[src/dp_consts.svh]
// Debug port constants for register addresses, AP handshake timing and index bits
`ifndef DP_CONSTS_SVH
`define DP_CONSTS_SVH

// Host address width, byte addressed as in the SWD DP map
`define DP_ADDR_W 4

// DP register map
`define DP_ADDR_CTRL_STAT 4'h4

// AP register index taken from host address bits [3:2]
`define AP_IDX_MSB 3
`define AP_IDX_LSB 2

// Reserved AP index, RAZ/WI, also the target of dummy transfers
`define AP_ADDR_RESERVED 2'd3

// Cycles from dp_req toggle to ap_ack toggle
`define AP_ACK_DELAY 3

// Width of the AP delay counter, must hold AP_ACK_DELAY-1
`define AP_CNT_W 2

`endif

[src/dp_pkg.sv]
// Debug port shared types for host commands, AP indices and the CTRL/STAT word
package dp_pkg;

  // ----------------------------------------
  // Host command encoding
  // ----------------------------------------
  typedef enum logic [1:0] {
    OP_DP_RD = 2'b00,
    OP_DP_WR = 2'b01,
    OP_AP_RD = 2'b10,
    OP_AP_WR = 2'b11
  } host_op_e;

  // AP register index
  typedef logic [1:0] ap_addr_t;

  // ----------------------------------------
  // CTRL/STAT field layout
  // ----------------------------------------
  typedef struct packed {
    logic [1:0]  rsvd_31_30;
    logic        cdbgpwrupack;   // Bit 29, live power acknowledge
    logic        cdbgpwrupreq;   // Bit 28, software power request
    logic [21:0] rsvd_27_6;
    logic        stickyerr;      // Bit 5, set by a blocked AP access
    logic [1:0]  rsvd_4_3;
    logic        clr_stickyerr;  // Bit 2, write one to clear, reads zero
    logic [1:0]  rsvd_1_0;
  } ctrl_stat_t;

  // Host data word
  // Decoded as CTRL/STAT fields for DP targets, passed raw for AP targets
  typedef union packed {
    logic [31:0] raw;
    ctrl_stat_t  fld;
  } ctrl_stat_u;

endpackage

[src/ap_regs.sv]
// Access port register file answering toggle requests after a fixed delay
`timescale 1ns/100ps
`include "dp_consts.svh"

module ap_regs (
  input  logic             swclktck,
  input  logic             dpreset_n,
  input  logic             dp_req_i,
  output logic             ap_ack_o,
  input  logic             link_write_i,
  input  dp_pkg::ap_addr_t link_addr_i,
  input  logic [31:0]      link_wdata_i,
  output logic [31:0]      link_rdata_o
);

  localparam int unsigned ack_last = `AP_ACK_DELAY - 1;

  logic                 ap_ack_q;
  logic [`AP_CNT_W-1:0] cnt_q;
  logic                 req_pend;
  logic                 access;
  logic [31:0]          regs_q [3];

  // ----------------------------------------
  // Toggle detect and delay
  // ----------------------------------------
  // A request is outstanding while the two lines differ
  assign req_pend = (dp_req_i != ap_ack_q);
  assign access   = req_pend && (cnt_q == ack_last[`AP_CNT_W-1:0]);

  always_ff @(posedge swclktck or negedge dpreset_n)
  begin
    if (!dpreset_n)
    begin
      ap_ack_q <= 1'b0;
      cnt_q    <= '0;
    end
    else if (access)
    begin
      // Answer by matching the request level
      ap_ack_q <= dp_req_i;
      cnt_q    <= '0;
    end
    else if (req_pend)
      cnt_q <= cnt_q + 1'b1;
  end

  // ----------------------------------------
  // Register access
  // ----------------------------------------
  // Reserved index reads zero and drops writes
  always_ff @(posedge swclktck)
  begin
    if (access)
    begin
      case (link_addr_i)
        2'd0:
        begin
          link_rdata_o <= regs_q[0];
          if (link_write_i)
            regs_q[0] <= link_wdata_i;
        end
        2'd1:
        begin
          link_rdata_o <= regs_q[1];
          if (link_write_i)
            regs_q[1] <= link_wdata_i;
        end
        2'd2:
        begin
          link_rdata_o <= regs_q[2];
          if (link_write_i)
            regs_q[2] <= link_wdata_i;
        end
        default:
          link_rdata_o <= '0;
      endcase
    end
  end

  assign ap_ack_o = ap_ack_q;

endmodule

[src/dap_dp_top.sv]
// Debug port top joining host registers, AP link, AP registers and power control
`timescale 1ns/100ps
`include "dp_consts.svh"

module dap_dp_top (
  input  logic                  swclktck,
  input  logic                  dpreset_n,
  input  logic                  host_req_i,
  input  dp_pkg::host_op_e      host_op_i,
  input  logic [`DP_ADDR_W-1:0] host_addr_i,
  input  dp_pkg::ctrl_stat_u    host_wdata_i,
  output logic                  host_done_o,
  output logic [31:0]           host_rdata_o,
  output logic                  host_err_o,
  output logic                  cdbgpwrupreq_o,
  input  logic                  cdbgpwrupack_i
);
  import dp_pkg::*;

  // Host stage to link stage
  logic        ap_start;
  logic        ap_write;
  ap_addr_t    ap_addr;
  logic [31:0] ap_wdata;
  logic        ap_done;
  logic [31:0] ap_rdata;

  // Link stage to AP registers
  logic        dp_req;
  logic        ap_ack;
  logic        link_write;
  ap_addr_t    link_addr;
  logic [31:0] link_wdata;
  logic [31:0] link_rdata;

  // Power control
  logic        sw_pwrupreq;
  logic        sw_pwrupack;
  logic        reset_handshake;

  dp_ctrl_stat u_ctrl_stat (
    .swclktck     (swclktck),
    .dpreset_n    (dpreset_n),
    .host_req_i   (host_req_i),
    .host_op_i    (host_op_i),
    .host_addr_i  (host_addr_i),
    .host_wdata_i (host_wdata_i),
    .host_done_o  (host_done_o),
    .host_rdata_o (host_rdata_o),
    .host_err_o   (host_err_o),
    .pwr_ack_i    (sw_pwrupack),
    .pwr_req_o    (sw_pwrupreq),
    .ap_start_o   (ap_start),
    .ap_write_o   (ap_write),
    .ap_addr_o    (ap_addr),
    .ap_wdata_o   (ap_wdata),
    .ap_done_i    (ap_done),
    .ap_rdata_i   (ap_rdata)
  );

  dp_ap_link u_ap_link (
    .swclktck          (swclktck),
    .dpreset_n         (dpreset_n),
    .ap_start_i        (ap_start),
    .ap_write_i        (ap_write),
    .ap_addr_i         (ap_addr),
    .ap_wdata_i        (ap_wdata),
    .ap_done_o         (ap_done),
    .ap_rdata_o        (ap_rdata),
    .reset_handshake_i (reset_handshake),
    .dp_req_o          (dp_req),
    .ap_ack_i          (ap_ack),
    .link_write_o      (link_write),
    .link_addr_o       (link_addr),
    .link_wdata_o      (link_wdata),
    .link_rdata_i      (link_rdata)
  );

  ap_regs u_ap_regs (
    .swclktck     (swclktck),
    .dpreset_n    (dpreset_n),
    .dp_req_i     (dp_req),
    .ap_ack_o     (ap_ack),
    .link_write_i (link_write),
    .link_addr_i  (link_addr),
    .link_wdata_i (link_wdata),
    .link_rdata_o (link_rdata)
  );

  // Power controller watches the link lines alongside the link stage
  dp_pwr_ctrl u_pwr_ctrl (
    .swclktck          (swclktck),
    .dpreset_n         (dpreset_n),
    .sw_pwrupreq_i     (sw_pwrupreq),
    .cdbgpwrupack_i    (cdbgpwrupack_i),
    .dp_req_i          (dp_req),
    .ap_ack_i          (ap_ack),
    .sw_pwrupack_o     (sw_pwrupack),
    .cdbgpwrupreq_o    (cdbgpwrupreq_o),
    .reset_handshake_o (reset_handshake)
  );

endmodule

[src/dp_ap_link.sv]
// AP link stage running the two-phase dp_req/ap_ack toggle and injecting dummy transfers
`timescale 1ns/100ps
`include "dp_consts.svh"

module dp_ap_link (
  input  logic             swclktck,
  input  logic             dpreset_n,
  input  logic             ap_start_i,
  input  logic             ap_write_i,
  input  dp_pkg::ap_addr_t ap_addr_i,
  input  logic [31:0]      ap_wdata_i,
  output logic             ap_done_o,
  output logic [31:0]      ap_rdata_o,
  input  logic             reset_handshake_i,
  output logic             dp_req_o,
  input  logic             ap_ack_i,
  output logic             link_write_o,
  output dp_pkg::ap_addr_t link_addr_o,
  output logic [31:0]      link_wdata_o,
  input  logic [31:0]      link_rdata_i
);
  import dp_pkg::*;

  logic        dp_req_q;
  logic        host_busy_q;
  logic        dummy_busy_q;
  logic        pend_q;
  logic        pend_write_q;
  ap_addr_t    pend_addr_q;
  logic [31:0] pend_wdata_q;
  logic        link_idle;
  logic        link_free;
  logic        host_go;
  logic        dummy_go;

  // ----------------------------------------
  // Handshake state
  // ----------------------------------------
  // Idle when the AP has answered the last toggle
  assign link_idle = (dp_req_q == ap_ack_i);
  assign link_free = !host_busy_q && !dummy_busy_q;

  // A waiting host transfer goes first
  assign host_go   = (ap_start_i || pend_q) && link_free;
  // Dummy read brings both lines back low
  assign dummy_go  = reset_handshake_i && link_free && !ap_start_i && !pend_q;

  // Only host transfers are reported back
  assign ap_done_o  = host_busy_q && link_idle;
  assign ap_rdata_o = link_rdata_i;

  always_ff @(posedge swclktck or negedge dpreset_n)
  begin
    if (!dpreset_n)
    begin
      dp_req_q     <= 1'b0;
      host_busy_q  <= 1'b0;
      dummy_busy_q <= 1'b0;
      pend_q       <= 1'b0;
    end
    else
    begin
      if (host_go || dummy_go)
        dp_req_q <= ~dp_req_q;
      if (host_go)
        host_busy_q <= 1'b1;
      else if (ap_done_o)
        host_busy_q <= 1'b0;
      if (dummy_go)
        dummy_busy_q <= 1'b1;
      else if (dummy_busy_q && link_idle)
        dummy_busy_q <= 1'b0;
      // Hold a host request that arrives while a dummy is in flight
      if (host_go)
        pend_q <= 1'b0;
      else if (ap_start_i)
        pend_q <= 1'b1;
    end
  end

  // ----------------------------------------
  // Transfer payload
  // ----------------------------------------
  always_ff @(posedge swclktck)
  begin
    if (ap_start_i)
    begin
      pend_write_q <= ap_write_i;
      pend_addr_q  <= ap_addr_i;
      pend_wdata_q <= ap_wdata_i;
    end
    if (host_go)
    begin
      link_write_o <= pend_q ? pend_write_q : ap_write_i;
      link_addr_o  <= pend_q ? pend_addr_q : ap_addr_i;
      link_wdata_o <= pend_q ? pend_wdata_q : ap_wdata_i;
    end
    else if (dummy_go)
    begin
      link_write_o <= 1'b0;
      link_addr_o  <= `AP_ADDR_RESERVED;
      link_wdata_o <= '0;
    end
  end

  assign dp_req_o = dp_req_q;

endmodule

[src/dp_ctrl_stat.sv]
// Host register stage holding CTRL/STAT and the sticky error, issuing AP transfers
`timescale 1ns/100ps
`include "dp_consts.svh"

module dp_ctrl_stat (
  input  logic                  swclktck,
  input  logic                  dpreset_n,
  input  logic                  host_req_i,
  input  dp_pkg::host_op_e      host_op_i,
  input  logic [`DP_ADDR_W-1:0] host_addr_i,
  input  dp_pkg::ctrl_stat_u    host_wdata_i,
  output logic                  host_done_o,
  output logic [31:0]           host_rdata_o,
  output logic                  host_err_o,
  input  logic                  pwr_ack_i,
  output logic                  pwr_req_o,
  output logic                  ap_start_o,
  output logic                  ap_write_o,
  output dp_pkg::ap_addr_t      ap_addr_o,
  output logic [31:0]           ap_wdata_o,
  input  logic                  ap_done_i,
  input  logic [31:0]           ap_rdata_i
);
  import dp_pkg::*;

  logic        is_ap;
  logic        is_cs;
  logic        ap_blocked;
  logic        pwrupreq_q;
  logic        stickyerr_q;
  logic        done_q;
  logic        err_q;
  logic [31:0] rdata_q;
  ctrl_stat_u  cs_view;

  // ----------------------------------------
  // Command decode
  // ----------------------------------------
  assign is_ap      = (host_op_i == OP_AP_RD) || (host_op_i == OP_AP_WR);
  assign is_cs      = (host_addr_i == `DP_ADDR_CTRL_STAT);

  // AP traffic is only legal while software requests power
  assign ap_blocked = host_req_i && is_ap && !pwrupreq_q;
  assign ap_start_o = host_req_i && is_ap && pwrupreq_q;
  assign ap_write_o = (host_op_i == OP_AP_WR);
  assign ap_addr_o  = host_addr_i[`AP_IDX_MSB:`AP_IDX_LSB];
  assign ap_wdata_o = host_wdata_i.raw;

  // CTRL/STAT read view, ack comes live from the power controller
  always_comb
  begin
    cs_view                  = '0;
    cs_view.fld.cdbgpwrupack = pwr_ack_i;
    cs_view.fld.cdbgpwrupreq = pwrupreq_q;
    cs_view.fld.stickyerr    = stickyerr_q;
  end

  // ----------------------------------------
  // Control state
  // ----------------------------------------
  always_ff @(posedge swclktck or negedge dpreset_n)
  begin
    if (!dpreset_n)
    begin
      done_q      <= 1'b0;
      err_q       <= 1'b0;
      pwrupreq_q  <= 1'b0;
      stickyerr_q <= 1'b0;
    end
    else
    begin
      // Done and error are single cycle pulses
      done_q <= 1'b0;
      err_q  <= 1'b0;
      if (host_req_i && !is_ap)
      begin
        done_q <= 1'b1;
        if ((host_op_i == OP_DP_WR) && is_cs)
        begin
          pwrupreq_q <= host_wdata_i.fld.cdbgpwrupreq;
          if (host_wdata_i.fld.clr_stickyerr)
            stickyerr_q <= 1'b0;
        end
      end
      if (ap_blocked)
      begin
        done_q      <= 1'b1;
        err_q       <= 1'b1;
        stickyerr_q <= 1'b1;
      end
      // AP transfer finished in the link stage
      if (ap_done_i)
        done_q <= 1'b1;
    end
  end

  // Read data
  always_ff @(posedge swclktck)
  begin
    if (host_req_i && !is_ap)
      rdata_q <= ((host_op_i == OP_DP_RD) && is_cs) ? cs_view.raw : '0;
    else if (ap_blocked)
      rdata_q <= '0;
    else if (ap_done_i)
      rdata_q <= ap_rdata_i;
  end

  assign host_done_o  = done_q;
  assign host_err_o   = err_q;
  assign host_rdata_o = rdata_q;
  assign pwr_req_o    = pwrupreq_q;

endmodule

[src/dp_pwr_ctrl.sv]
// Debug power controller splitting the software request into pend and commit stages
`timescale 1ns/100ps

module dp_pwr_ctrl (
  input  logic swclktck,
  input  logic dpreset_n,
  input  logic sw_pwrupreq_i,
  input  logic cdbgpwrupack_i,
  input  logic dp_req_i,
  input  logic ap_ack_i,
  output logic sw_pwrupack_o,
  output logic cdbgpwrupreq_o,
  output logic reset_handshake_o
);

  logic ack_meta_q;
  logic ack_sync_q;
  logic pend_q;
  logic commit_q;
  logic pend_load;
  logic commit_load;

  // ----------------------------------------
  // Acknowledge synchronizer
  // ----------------------------------------
  // Pin comes from the system power controller, so two flops
  always_ff @(posedge swclktck or negedge dpreset_n)
  begin
    if (!dpreset_n)
    begin
      ack_meta_q <= 1'b0;
      ack_sync_q <= 1'b0;
    end
    else
    begin
      ack_meta_q <= cdbgpwrupack_i;
      ack_sync_q <= ack_meta_q;
    end
  end

  // ----------------------------------------
  // Pend and commit stages
  // ----------------------------------------
  // Pend follows software only after the pin has answered its last value
  assign pend_load   = (pend_q == ack_sync_q);
  // Commit only while the AP link rests with both lines low
  assign commit_load = !dp_req_i && !ap_ack_i;

  always_ff @(posedge swclktck or negedge dpreset_n)
  begin
    if (!dpreset_n)
    begin
      pend_q   <= 1'b0;
      commit_q <= 1'b0;
    end
    else
    begin
      if (pend_load)
        pend_q <= sw_pwrupreq_i;
      if (commit_load)
        commit_q <= pend_q;
    end
  end

  // Software sees the ack only once the request has reached the pin
  assign sw_pwrupack_o  = ack_sync_q && (!sw_pwrupreq_i || (pend_q && commit_q));
  assign cdbgpwrupreq_o = commit_q;

  // Link resting high blocks a power down, so ask for a dummy read
  assign reset_handshake_o = dp_req_i && ap_ack_i && !pend_q;

endmodule
[config.mk]
export PLATFORM = sky130hd
export DESIGN_NAME = dap_dp_top
export DESIGN_NICKNAME = d
export VERILOG_FILES = /design/src/dp_pkg.sv /design/src/ap_regs.sv /design/src/dap_dp_top.sv /design/src/dp_ap_link.sv /design/src/dp_ctrl_stat.sv /design/src/dp_pwr_ctrl.sv
export VERILOG_INCLUDE_DIRS = /design/src /design/src/src
export SDC_FILE = /design/constraint.sdc
export NUM_CORES = 1
export LEC_CHECK = 0
export ABC_CLOCK_PERIOD_IN_PS = 9300
export BUFFER_PORTS_ARGS = -buffer_cell sky130_fd_sc_hd__clkbuf_2
export CAP_MARGIN = 20
export CORE_ASPECT_RATIO = 0.5
export CORE_MARGIN = 5
export CORE_UTILIZATION = 55
export CTS_CLUSTER_DIAMETER = 100
export DETAILED_ROUTE_END_ITERATION = 6
export PLACE_DENSITY = 0.72
export SLEW_MARGIN = 25
export SYNTH_ARGS = -nofsm -noshare
export SYNTH_HDL_FRONTEND = slang
export SYNTH_HIERARCHICAL = 1
export SYNTH_SLANG_ARGS = --single-unit
[constraint.sdc]
create_clock -name swclktck -period 9.3 [get_ports swclktck]
set_input_delay 1.86 -clock swclktck [delete_from_list [all_inputs] [get_ports swclktck]]
set_output_delay 1.86 -clock swclktck [all_outputs]
set_load 0.1 [all_outputs]
# Word level (Yosys, flattened, before mapping)
# Memory sizes are Yosys's and may differ from the RTL's.
# Index checks and enable logic that the tools add are counted.
[classes]
n_eq_ne = 10
n_reduce_logical = 47
mux = 46
addsub = 1
bitwise_logic = 1
[ops]
columns = ["op", "n"]
rows = [
  ["$mux 32", 8],
  ["$pmux 32 s3", 1],
  ["$reduce_or 32->1", 2],
  ["$mux 30", 1],
  ["$mux 1", 29],
  ["$logic_and 1x1->1", 19],
  ["$reduce_bool 2->1", 8],
  ["$mux 2", 7],
  ["$logic_not 1->1", 9],
  ["$eq 2x2->1 const B", 4],
  ["$eq 2x1->1 const B", 2],
  ["$eq 4x3->1 const B", 1],
  ["$logic_not 2->1", 2],
  ["$logic_or 1x1->1", 4],
  ["$reduce_and 3->1", 1],
  ["$reduce_bool 3->1", 1],
  ["$add 2x1->2 const B", 1],
  ["$eq 1x1->1", 2],
  ["$reduce_and 2->1", 1],
  ["$ne 1x1->1", 1],
  ["$not 1->1", 1],
]
[word_totals]
mem_count = 1
reg_bits = 149
in_bits = 42
output_inout_bits = 35
elab_cells = 128
ram_bits = 96
[mem_list]
columns = ["memory", "words", "word_bits", "rd", "rd_clocked_by_memory_dff", "write_ports", "line_no", "text"]
rows = [
  ["u_ap_regs.regs_q", 3, 32, 3, 0, 1, "ap_regs.sv:22", "logic [31:0] regs_q [3];"],
]

# Logic depth before layout (Yosys ltp)
# Gate-level depths: netlist of the first run.
[depth]
depth_word = 9
mapped_depth = 5
ltp_nobuf = 4

# Cells and area by module
# The synthesis of the first run kept the hierarchy.
[modules_own_cells]
columns = ["mod", "instances", "area_per_inst_um2", "seq_area_each_um2", "cells_per_inst"]
rows = [
  ["ap_regs", 1, 4737.0, 3918.8, 220],
  ["dp_ap_link", 1, 3304.4, 2202.1, 205],
  ["dp_ctrl_stat", 1, 1652.8, 1061.0, 120],
  ["dp_pwr_ctrl", 1, 145.1, 100.1, 12],
]

# Worst setup path after synthesis of the first run
# No wires, ideal clock.
[synth_timing]
path_type = "input to register"
start = "in host_req_i"
end = "reg u_ap_link.link_addr_o[0], enable pin"
arrival_ns = 4.098
path_slack_ns = 4.775
setup_ns = 0.427
n_path_buf = 0
required_ns = 8.873
path_stages = 3
path_cell_list = "and3_2 nor3_1 nor2_1"
[synth_via]
elab_chain_cells = 6
word_cells_on_any_way = 8
classes_between = "reduce/logical: 8"
[synth_lines]
columns = ["element", "line_no", "text"]
rows = [
  ["start, declared", "dap_dp_top.sv:8", "input logic host_req_i,"],
  ["$logic_and 1x1->1 (*) (2 in series)", "dp_ctrl_stat.sv:44", "assign ap_start_o = host_req_i && is_ap && pwrupreq_q;"],
  ["$logic_not 1->1", "dp_ap_link.sv:46", "assign dummy_go = reset_handshake_i && link_free && !ap_start_i && !pend_q;"],
  ["$logic_and 1x1->1 (2 in series)", "dp_ap_link.sv:46", ""],
  ["$reduce_bool 2->1 (no line) (*)", "--", ""],
  ["end signal, assigned", "dp_ap_link.sv:95", "link_addr_o <= pend_q ? pend_addr_q : ap_addr_i;"],
  ["end signal, assigned", "dp_ap_link.sv:101", "link_addr_o <= `AP_ADDR_RESERVED;"],
  ["end, declared", "dp_ap_link.sv:18", "output dp_pkg::ap_addr_t link_addr_o,"],
]
# Every way passes the cells marked *; elsewhere a longest branch is shown, timed or not.
# A chain may end at the register's enable or synchronous reset.

# Final worst setup path of the first run
[layout_timing]
start = "in host_req_i"
end = "reg u_ap_link.link_wdata_o[16], enable pin"
[layout_via]
elab_chain_cells = 6
word_cells_on_any_way = 8
classes_between = "reduce/logical: 8"
[layout_lines]
columns = ["element", "line_no", "text"]
rows = [
  ["$logic_and 1x1->1 (*) (2 in series)", "dp_ctrl_stat.sv:44", ""],
  ["net ap_start", "dap_dp_top.sv:21", "logic ap_start;"],
  ["$logic_not 1->1", "dp_ap_link.sv:46", ""],
  ["$logic_and 1x1->1 (2 in series)", "dp_ap_link.sv:46", ""],
  ["$reduce_bool 2->1 (no line) (*)", "--", ""],
  ["end signal, assigned", "dp_ap_link.sv:96", "link_wdata_o <= pend_q ? pend_wdata_q : ap_wdata_i;"],
  ["end, declared", "dp_ap_link.sv:19", "output logic [31:0] link_wdata_o,"],
]
# Mark *: on every way through the listed nets, which the timed path passes. The rest lies on a longest branch.

==> metrics.json, run 1 <==
{
  "clocking": {
    "ctsLongestPathBuffers": 3,
    "root_buffer": "clkbuf_16",
    "count_of_hold_fix_buffers_inserted_at_cts": 0,
    "tritoncts_buffers": 22,
    "cts_max_level": 1,
    "numClockSinks": 245,
    "worstSkewPairLatency_ns": 0.49,
    "tritoncts": "done",
    "clk_slew_on_worst_s_h_paths_ns": 0.06,
    "cts_resized": 0,
    "post-cts-setup-buffers": 0
  },
  "placed_design": {
    "port-buffer-count": 76,
    "post-place-ws_ns": 5.38,
    "dp_hpwl_um": 10700,
    "place_area_um2": 9890,
    "final_replace_weighted_congestion": 0.819,
    "dpl.cell_count": 783
  },
  "layout": {
    "filler_cells": 1249,
    "non_filler_instance_count_after_layout": 822,
    "final_nets": 616,
    "antenna_cells_inserted": 0,
    "final_layout_size_suffix_gt1_frac": 0.272,
    "layout.core_utilization": 0.605,
    "design_area_um2": 10600,
    "relative_area_change_from_synthesis_to_final_layout_pct": 7.57,
    "layout.cells.most_common_list": "edfxtp_1 (230), clkbuf_2 (76), mux2i_1 (67), o2bb2ai_1 (32), and2_1 (30)",
    "final_common_cell": "edfxtp_1"
  },
  "critical_path": {
    "setup.worst_path.start_class": "primary input",
    "crit-reg2reg-launch": "u_ap_link/link_addr_o[1]$_SDFFCE_PN1P_",
    "timing.reg2reg.worst_path_depth": 4,
    "critPathArrivalTime_ns": 3.50,
    "r2r_setup_slack_ns": 6.60,
    "critPathCaptureType": "flop",
    "reg2reg_to": "u_ap_regs/regs_q[0][78]$_DFFE_PP_",
    "cp_max_fo": 38,
    "cp_data_required_time_ns": 9.44,
    "worstSetupPathType": "in2reg"
  },
  "floorplan": {
    "floorplan.initialDensity": 0.563,
    "floorplan.rows": 34,
    "design.portCount": 77,
    "dieArea_um2": 20800,
    "die_height_um": 105,
    "placeableCoreArea_um2": 17500,
    "floorplan.die.width_um": 199
  },
  "sta": {
    "timing.fmax_mhz": 298,
    "final.hold.worst_slack_ns": 0.351,
    "final-hold-violation-count": 0,
    "finalCriticalPeriod_ns": 3.36,
    "timing.slew.headroom": 0.316,
    "rsz0062_at_grt": "false",
    "post-route-worst-setup-slack_ns": 5.94,
    "setup_viol_count_final": 0,
    "setup-tns-final_ns": 0,
    "fin_worst_skew_ns": 0.0142,
    "drv_slew": 0,
    "final_min_period_over_clock_period": 0.361,
    "tightest_slew_ns": 1.03
  },
  "worst_hold_path": {
    "worst_hold_path.num_cells": 0,
    "timing.hold.worst.class": "reg2reg",
    "worst_hold_startpoint": "u_pwr_ctrl/ack_meta_q$_DFF_PN0_",
    "whs_endpoint": "u_pwr_ctrl/ack_sync_q$_DFF_PN0_"
  },
  "global_routing": {
    "grt_start_max_net_pins": 39,
    "grt_pass1_vias": 4349,
    "antenna_found_initial": 0,
    "met1_usage": 0.285,
    "grt_most_used_layer": "met1",
    "grt_overflow": 0,
    "gr-usage-met3": 0.0338,
    "groute.layer.met2.usage": 0.200,
    "first_pass_grt_wire_length_um": 25900,
    "globalRouteTotalUtil": 0.161
  },
  "power": {
    "sw_frac_of_total": 0.295,
    "design_power_total_mw": 2.82,
    "internal_power_mw": 1.98,
    "power_frac_comb": 0.172,
    "power_density_nw_per_um2": 266,
    "power.sequential.fraction": 0.530,
    "power.switching_mw": 0.830,
    "power_leakage_nw": 3.72,
    "power_frac_clock": 0.298,
    "max-vdd-ir-drop_uv": 141
  },
  "yosys": {
    "yosysTopAreaCell": "edfxtp_1",
    "synth-warning-count": 6,
    "synthesis.instances": 557,
    "async_set_or_reset_register_ratio_after_synthesis": 0.0612,
    "postSynth.topFlopCell": "edfxtp_1",
    "synthDominantCellAreaShare": 0.702,
    "synth_top_area_cells": "edfxtp_1 (70%), mux2i_1 (6.8%), buf_4 (5.3%)",
    "postSynthAreaPerCell_um2": 17.7,
    "number_of_distinct_library_cell_variants_in_the_gate_level_netlist_after_synthesis": 43,
    "syn_nets": 599,
    "post_synthesis_register_bit_count": 245,
    "cell_area_after_technology_mapping_um2": 9840,
    "synth_sequential_area_ratio": 0.740,
    "edff_count_synth": 230
  },
  "detailed_routing": {
    "route.detailed.drc": 0,
    "dr.first_iter.drc_count": 349,
    "avgRoutedWirePerCell_um": 20.0,
    "routed_vias": 4430,
    "route.final.wire_length_um": 16500,
    "post_drt_via_cell_ratio": 5.39,
    "first_pass_iters": 5,
    "residual_antenna_violating_net_count_after_detailed_routing": 0
  },
  "outcome": {
    "run_status": "completed"
  },
  "run": {
    "timing.max_cap.violations": 0
  }
}
==> power by group through the flow <==
| stage | clock, mW | sequential [mW] | combinational, mW |
|---|---|---|---|
| floorplan | 0 | 1.68 | 0.262 |
| global placement | 0 | 1.51 | 0.474 |
| detailed placement | 0 | 1.52 | 0.486 |
| CTS | 0.859 | 1.49 | 0.486 |
| global route | 0.908 | 1.51 | 0.514 |
| finish | 0.839 | 1.49 | 0.483 |
==> critical path: stages <==
cell and delay, ns:
clkbuf_2 0.13, and3_2 0.78, nor3_1 0.18, nor2_2 0.13, buf_4 0.39
==> Yosys cell counts, types with 2 or more instances <==
library cell and n:
nand2_1 5, o2bb2ai_1 32, clkbuf_1 6, inv_1 4, nor2_1 9, nor3_1 7
edfxtp_1 230, and2_1 30, nand3_1 2, nor3_2 28, buf_4 70, a22o_1 2
buf_2 4, dfrtp_1 15, buf_6 12, nand2b_1 4, mux2i_1 67, mux2_2 4
or2_1 2
==> final cells by class <==
cell class | count | area (um^2) | area share
tap | 234 | 293 | 0.0277
clock inverter | 10 | 68.8 | 0.00650
timing repair buffer | 85 | 468 | 0.0442
sequential | 245 | 7280 | 0.688
clock buffer | 28 | 594 | 0.0562
multi-input combinational | 216 | 1860 | 0.176
inverter | 4 | 15.0 | 0.00142
==> metal layers <==
metal  up-vias  share of wire
met3        16          0.066
met2       135           0.40
met4         0          0.012
li1       2086              -
met1      2193           0.52
met5         -              0
==> registers in the layout, summed over array words and instances, names as in the netlist, 2 cells and up <==
signal / flops
u_ctrl_stat/host_rdata_o: 32
u_ap_regs/cnt_q: 2
u_ap_regs/link_rdata_o: 32
u_ap_regs/regs_q: 96
u_ap_link/pend_addr_q: 2
u_ap_link/link_addr_o: 2
u_ap_link/link_wdata_o: 32
u_ap_link/pend_wdata_q: 32
==> kinds of logic after synthesis <==
group | synth area share
buffers and inverters | 0.0730
adders and majority gates | 0.00102
muxes | 0.0739
xor gates and xnor gates | 0.00254
DFF | 0.740
AOI/OAI and AO/OA | 0.0361
and+or+nand+nor | 0.0734
==> worst max-delay path by stage <==
stage,start,endpoint,depth (start not counted)
floorplan,host_req_i,u_ap_link/link_addr_o[0]$_SDFFCE_PN1P_,3
global placement,host_req_i,u_ap_link/link_wdata_o[2]$_SDFFCE_PN0P_,4
finish,host_req_i,u_ap_link/link_wdata_o[16]$_SDFFCE_PN0P_,5
detailed placement,host_req_i,u_ap_link/link_wdata_o[31]$_SDFFCE_PN0P_,4
CTS,host_req_i,u_ap_link/link_wdata_o[31]$_SDFFCE_PN0P_,4
global route,host_req_i,u_ap_link/link_wdata_o[16]$_SDFFCE_PN0P_,5
Note: power is estimated with default switching activity, not from simulation.
==> inputs of run 2 (changes only) <==
ABC_AREA = 1   (was default)
ABC_CLOCK_PERIOD_IN_PS = 2800   (was 9300)
CORE_UTILIZATION = 54   (was 55)
PLACE_DENSITY = 0.74   (was 0.72)
clock period = 2.8 ns   (was 9.3 ns; I/O delays follow)
==> run 2 against run 1 <==
Synthesized cell count grew 31%. Total power grew to 3.2 times the previous value. First-iteration DRC count up 15%. Global-route usage up 0.56 points. Critical endpoint is now u_ctrl_stat/host_rdata_o[24]$_SDFFCE_PP0P_. Highest routed layer unchanged.
==> metrics.json, run 2 <==
{
  "floorplan": {
    "dieArea_um2": 21000,
    "design.portCount": 77,
    "floorplan.initialDensity": 0.555,
    "floorplan.die.width_um": 200,
    "placeableCoreArea_um2": 17500,
    "die_height_um": 105,
    "floorplan.rows": 34
  },
  "clocking": {
    "numClockSinks": 245,
    "clk_slew_on_worst_s_h_paths_ns": 0.07,
    "ctsLongestPathBuffers": 3,
    "cts_max_level": 1,
    "tritoncts": "done",
    "count_of_hold_fix_buffers_inserted_at_cts": 1,
    "tritoncts_buffers": 21,
    "cts_resized": 0,
    "root_buffer": "clkbuf_16",
    "worstSkewPairLatency_ns": 0.50,
    "post-cts-setup-buffers": 0
  },
  "yosys": {
    "synthTopCellsByCount": "edfxtp_1 (230), nand2_1 (205), buf_4 (67), inv_1 (49), nor2_1 (42)",
    "cell_area_after_technology_mapping_um2": 9720,
    "edff_count_synth": 230,
    "postSynth.topFlopCell": "edfxtp_1",
    "synth-warning-count": 6,
    "yosysTopAreaCell": "edfxtp_1",
    "async_set_or_reset_register_ratio_after_synthesis": 0.0612,
    "synthDominantCellAreaShare": 0.710,
    "synthesis.instances": 727,
    "post_synthesis_register_bit_count": 245,
    "syn_nets": 769,
    "synth_top_area_cells": "edfxtp_1 (71%), nand2_1 (7.9%), buf_4 (5.2%)",
    "postSynthAreaPerCell_um2": 13.4,
    "synth_sequential_area_ratio": 0.749,
    "number_of_distinct_library_cell_variants_in_the_gate_level_netlist_after_synthesis": 24,
    "yosysMostFrequentCell": "edfxtp_1"
  },
  "sta": {
    "timing.slew.headroom": 0.618,
    "setup-tns-final_ns": 0,
    "final-hold-violation-count": 0,
    "setup_viol_count_final": 0,
    "final_min_period_over_clock_period": 0.700,
    "fin_worst_skew_ns": 0.00614,
    "drv_slew": 0,
    "finalCriticalPeriod_ns": 1.96,
    "tightest_slew_ns": 0.575,
    "rsz0062_at_grt": "false",
    "final.hold.worst_slack_ns": 0.168,
    "timing.fmax_mhz": 510
  },
  "global_routing": {
    "grt_overflow": 0,
    "globalRouteTotalUtil": 0.166,
    "grt_pass1_vias": 4940,
    "antenna_found_initial": 0,
    "grt_start_max_net_pins": 37,
    "first_pass_grt_wire_length_um": 27100
  },
  "placed_design": {
    "dp_hpwl_um": 10800,
    "final_replace_weighted_congestion": 0.808,
    "port-buffer-count": 76
  },
  "layout": {
    "filler_cells": 1335,
    "final_nets": 793,
    "layout.cells.most_common_list": "edfxtp_1 (230), nand2_1 (205), clkbuf_2 (76), inv_1 (49), nand3_1 (39)",
    "antenna_cells_inserted": 0,
    "largest_register_ffs": 96,
    "relative_area_change_from_synthesis_to_final_layout_pct": 8.87,
    "register_area_um2": 7280,
    "final_common_cell": "edfxtp_1",
    "multiInputGateArea_um2": 1590,
    "regMostFlops": "u_ap_regs/regs_q",
    "final_layout_size_suffix_gt1_frac": 0.218
  },
  "power": {
    "power_frac_comb": 0.145,
    "max-vdd-ir-drop_uv": 444,
    "power_leakage_nw": 4.02,
    "internal_power_mw": 6.44,
    "power_density_nw_per_um2": 846,
    "power.switching_mw": 2.51,
    "power.sequential.fraction": 0.521,
    "sw_frac_of_total": 0.281,
    "power_frac_clock": 0.334
  },
  "critical_path": {
    "r2r_setup_slack_ns": 0.84,
    "cp_top_delay_family": "simple AND/OR/NAND/NOR gates",
    "setup.worst_path.start_class": "flop",
    "critical_path_s_slowest_cell": "dfrtp_1",
    "max_stage_delay_ns": 0.44,
    "worstSetupPathType": "reg2reg",
    "cp_data_required_time_ns": 2.95,
    "crit-reg2reg-launch": "u_ctrl_stat/pwr_req_o$_DFFE_PN0P_",
    "reg2reg_to": "u_ctrl_stat/host_rdata_o[24]$_SDFFCE_PP0P_",
    "critPathArrivalTime_ns": 2.11,
    "cp_cell_sequence": "inv_1 > nand3_2 > nand2_4 > or2_1 > buf_4",
    "timing.reg2reg.worst_path_depth": 5,
    "worst_path_bufs_invs": 2,
    "cp_max_fo": 32,
    "critPathCaptureType": "flop"
  },
  "detailed_routing": {
    "routed_vias": 5030,
    "dr.first_iter.drc_count": 403,
    "route.final.wire_length_um": 16900,
    "route.detailed.drc": 0,
    "first_pass_iters": 4,
    "residual_antenna_violating_net_count_after_detailed_routing": 0,
    "avgRoutedWirePerCell_um": 16.9,
    "post_drt_via_cell_ratio": 5.03
  },
  "worst_hold_path": {
    "worst_hold_path.num_cells": 1,
    "worst_hold_startpoint": "cdbgpwrupack_i",
    "whs_endpoint": "u_pwr_ctrl/ack_meta_q$_DFF_PN0_",
    "timing.hold.worst.class": "in2reg"
  },
  "run": {
    "timing.max_cap.violations": 0
  },
  "outcome": {
    "run_status": "completed"
  }
}
run 2: power by group through the flow:
stage | combinational (mW) | clock, mW | sequential [mW]
2_1_floorplan | 0.555 | 0 | 5.27
3_3_place_gp | 1.28 | 0 | 4.74
3_5_place_dp | 1.31 | 0 | 4.75
4_1_cts | 1.31 | 3.03 | 4.67
5_1_grt | 1.39 | 3.20 | 4.71
6_report | 1.30 | 2.99 | 4.67
run 2: cell families (layout without fill, tap and decap cells):
logic type / count (synthesis) / after routing / synth area share
compound gates: 37 / 37 / 0.0302
buf+inv: 142 / 181 / 0.0889
xor+xnor: 1 / 1 / 0.000901
simple gates: 302 / 302 / 0.131
flops: 245 / 245 / 0.749
run 2: stage by stage:
step / total power [mW] / setup slack (ns) / util / instance area, um^2 / instances
4_1_cts: 9.01 / 0.831 / 0.604 / 10600 / 1000
6_report: 8.96 / 0.840 / 0.604 / 10600 / 1000
3_5_place_dp: 6.05 / 0.721 / 0.563 / 9860 / 961
5_1_grt: 9.30 / 0.727 / 0.604 / 10600 / 1000
3_3_place_gp: 6.02 / 0.773 / 0.563 / 9860 / 961
2_1_floorplan: 5.83 / 0.0716 / - / 9730 / 727
run 2: worst max path at each step:
stage | startpoint | to | cells past startpoint
2_1_floorplan | host_req_i | u_ap_link/link_addr_o[0]$_SDFFCE_PN1P_ | 6
3_3_place_gp | host_op_i[1] | u_ctrl_stat/host_rdata_o[24]$_SDFFCE_PP0P_ | 6
3_5_place_dp | host_op_i[1] | u_ctrl_stat/host_rdata_o[18]$_SDFFCE_PP0P_ | 5
4_1_cts | u_ctrl_stat/pwr_req_o$_DFFE_PN0P_ | u_ctrl_stat/host_rdata_o[21]$_SDFFCE_PP0P_ | 5
5_1_grt | u_ctrl_stat/pwr_req_o$_DFFE_PN0P_ | u_ctrl_stat/host_rdata_o[24]$_SDFFCE_PP0P_ | 5
6_report | u_ctrl_stat/pwr_req_o$_DFFE_PN0P_ | u_ctrl_stat/host_rdata_o[24]$_SDFFCE_PP0P_ | 5
run 2: cell type report:
type | instances | area share
Sequential cell | 245 | 0.688
Multi-Input combinational cell | 340 | 0.150
Clock buffer | 21 | 0.0496
Timing Repair Buffer | 89 | 0.0466
Tap cell | 234 | 0.0277
Inverter | 54 | 0.0201
Clock inverter | 17 | 0.0177
run 2: metal layers:
layer	track usage	share of wire	vias up
met5	0	0	-
met3	0.0305	0.080	30
li1	-	-	2439
met4	0.0402	0.020	0
met2	0.235	0.42	192
met1	0.269	0.48	2369
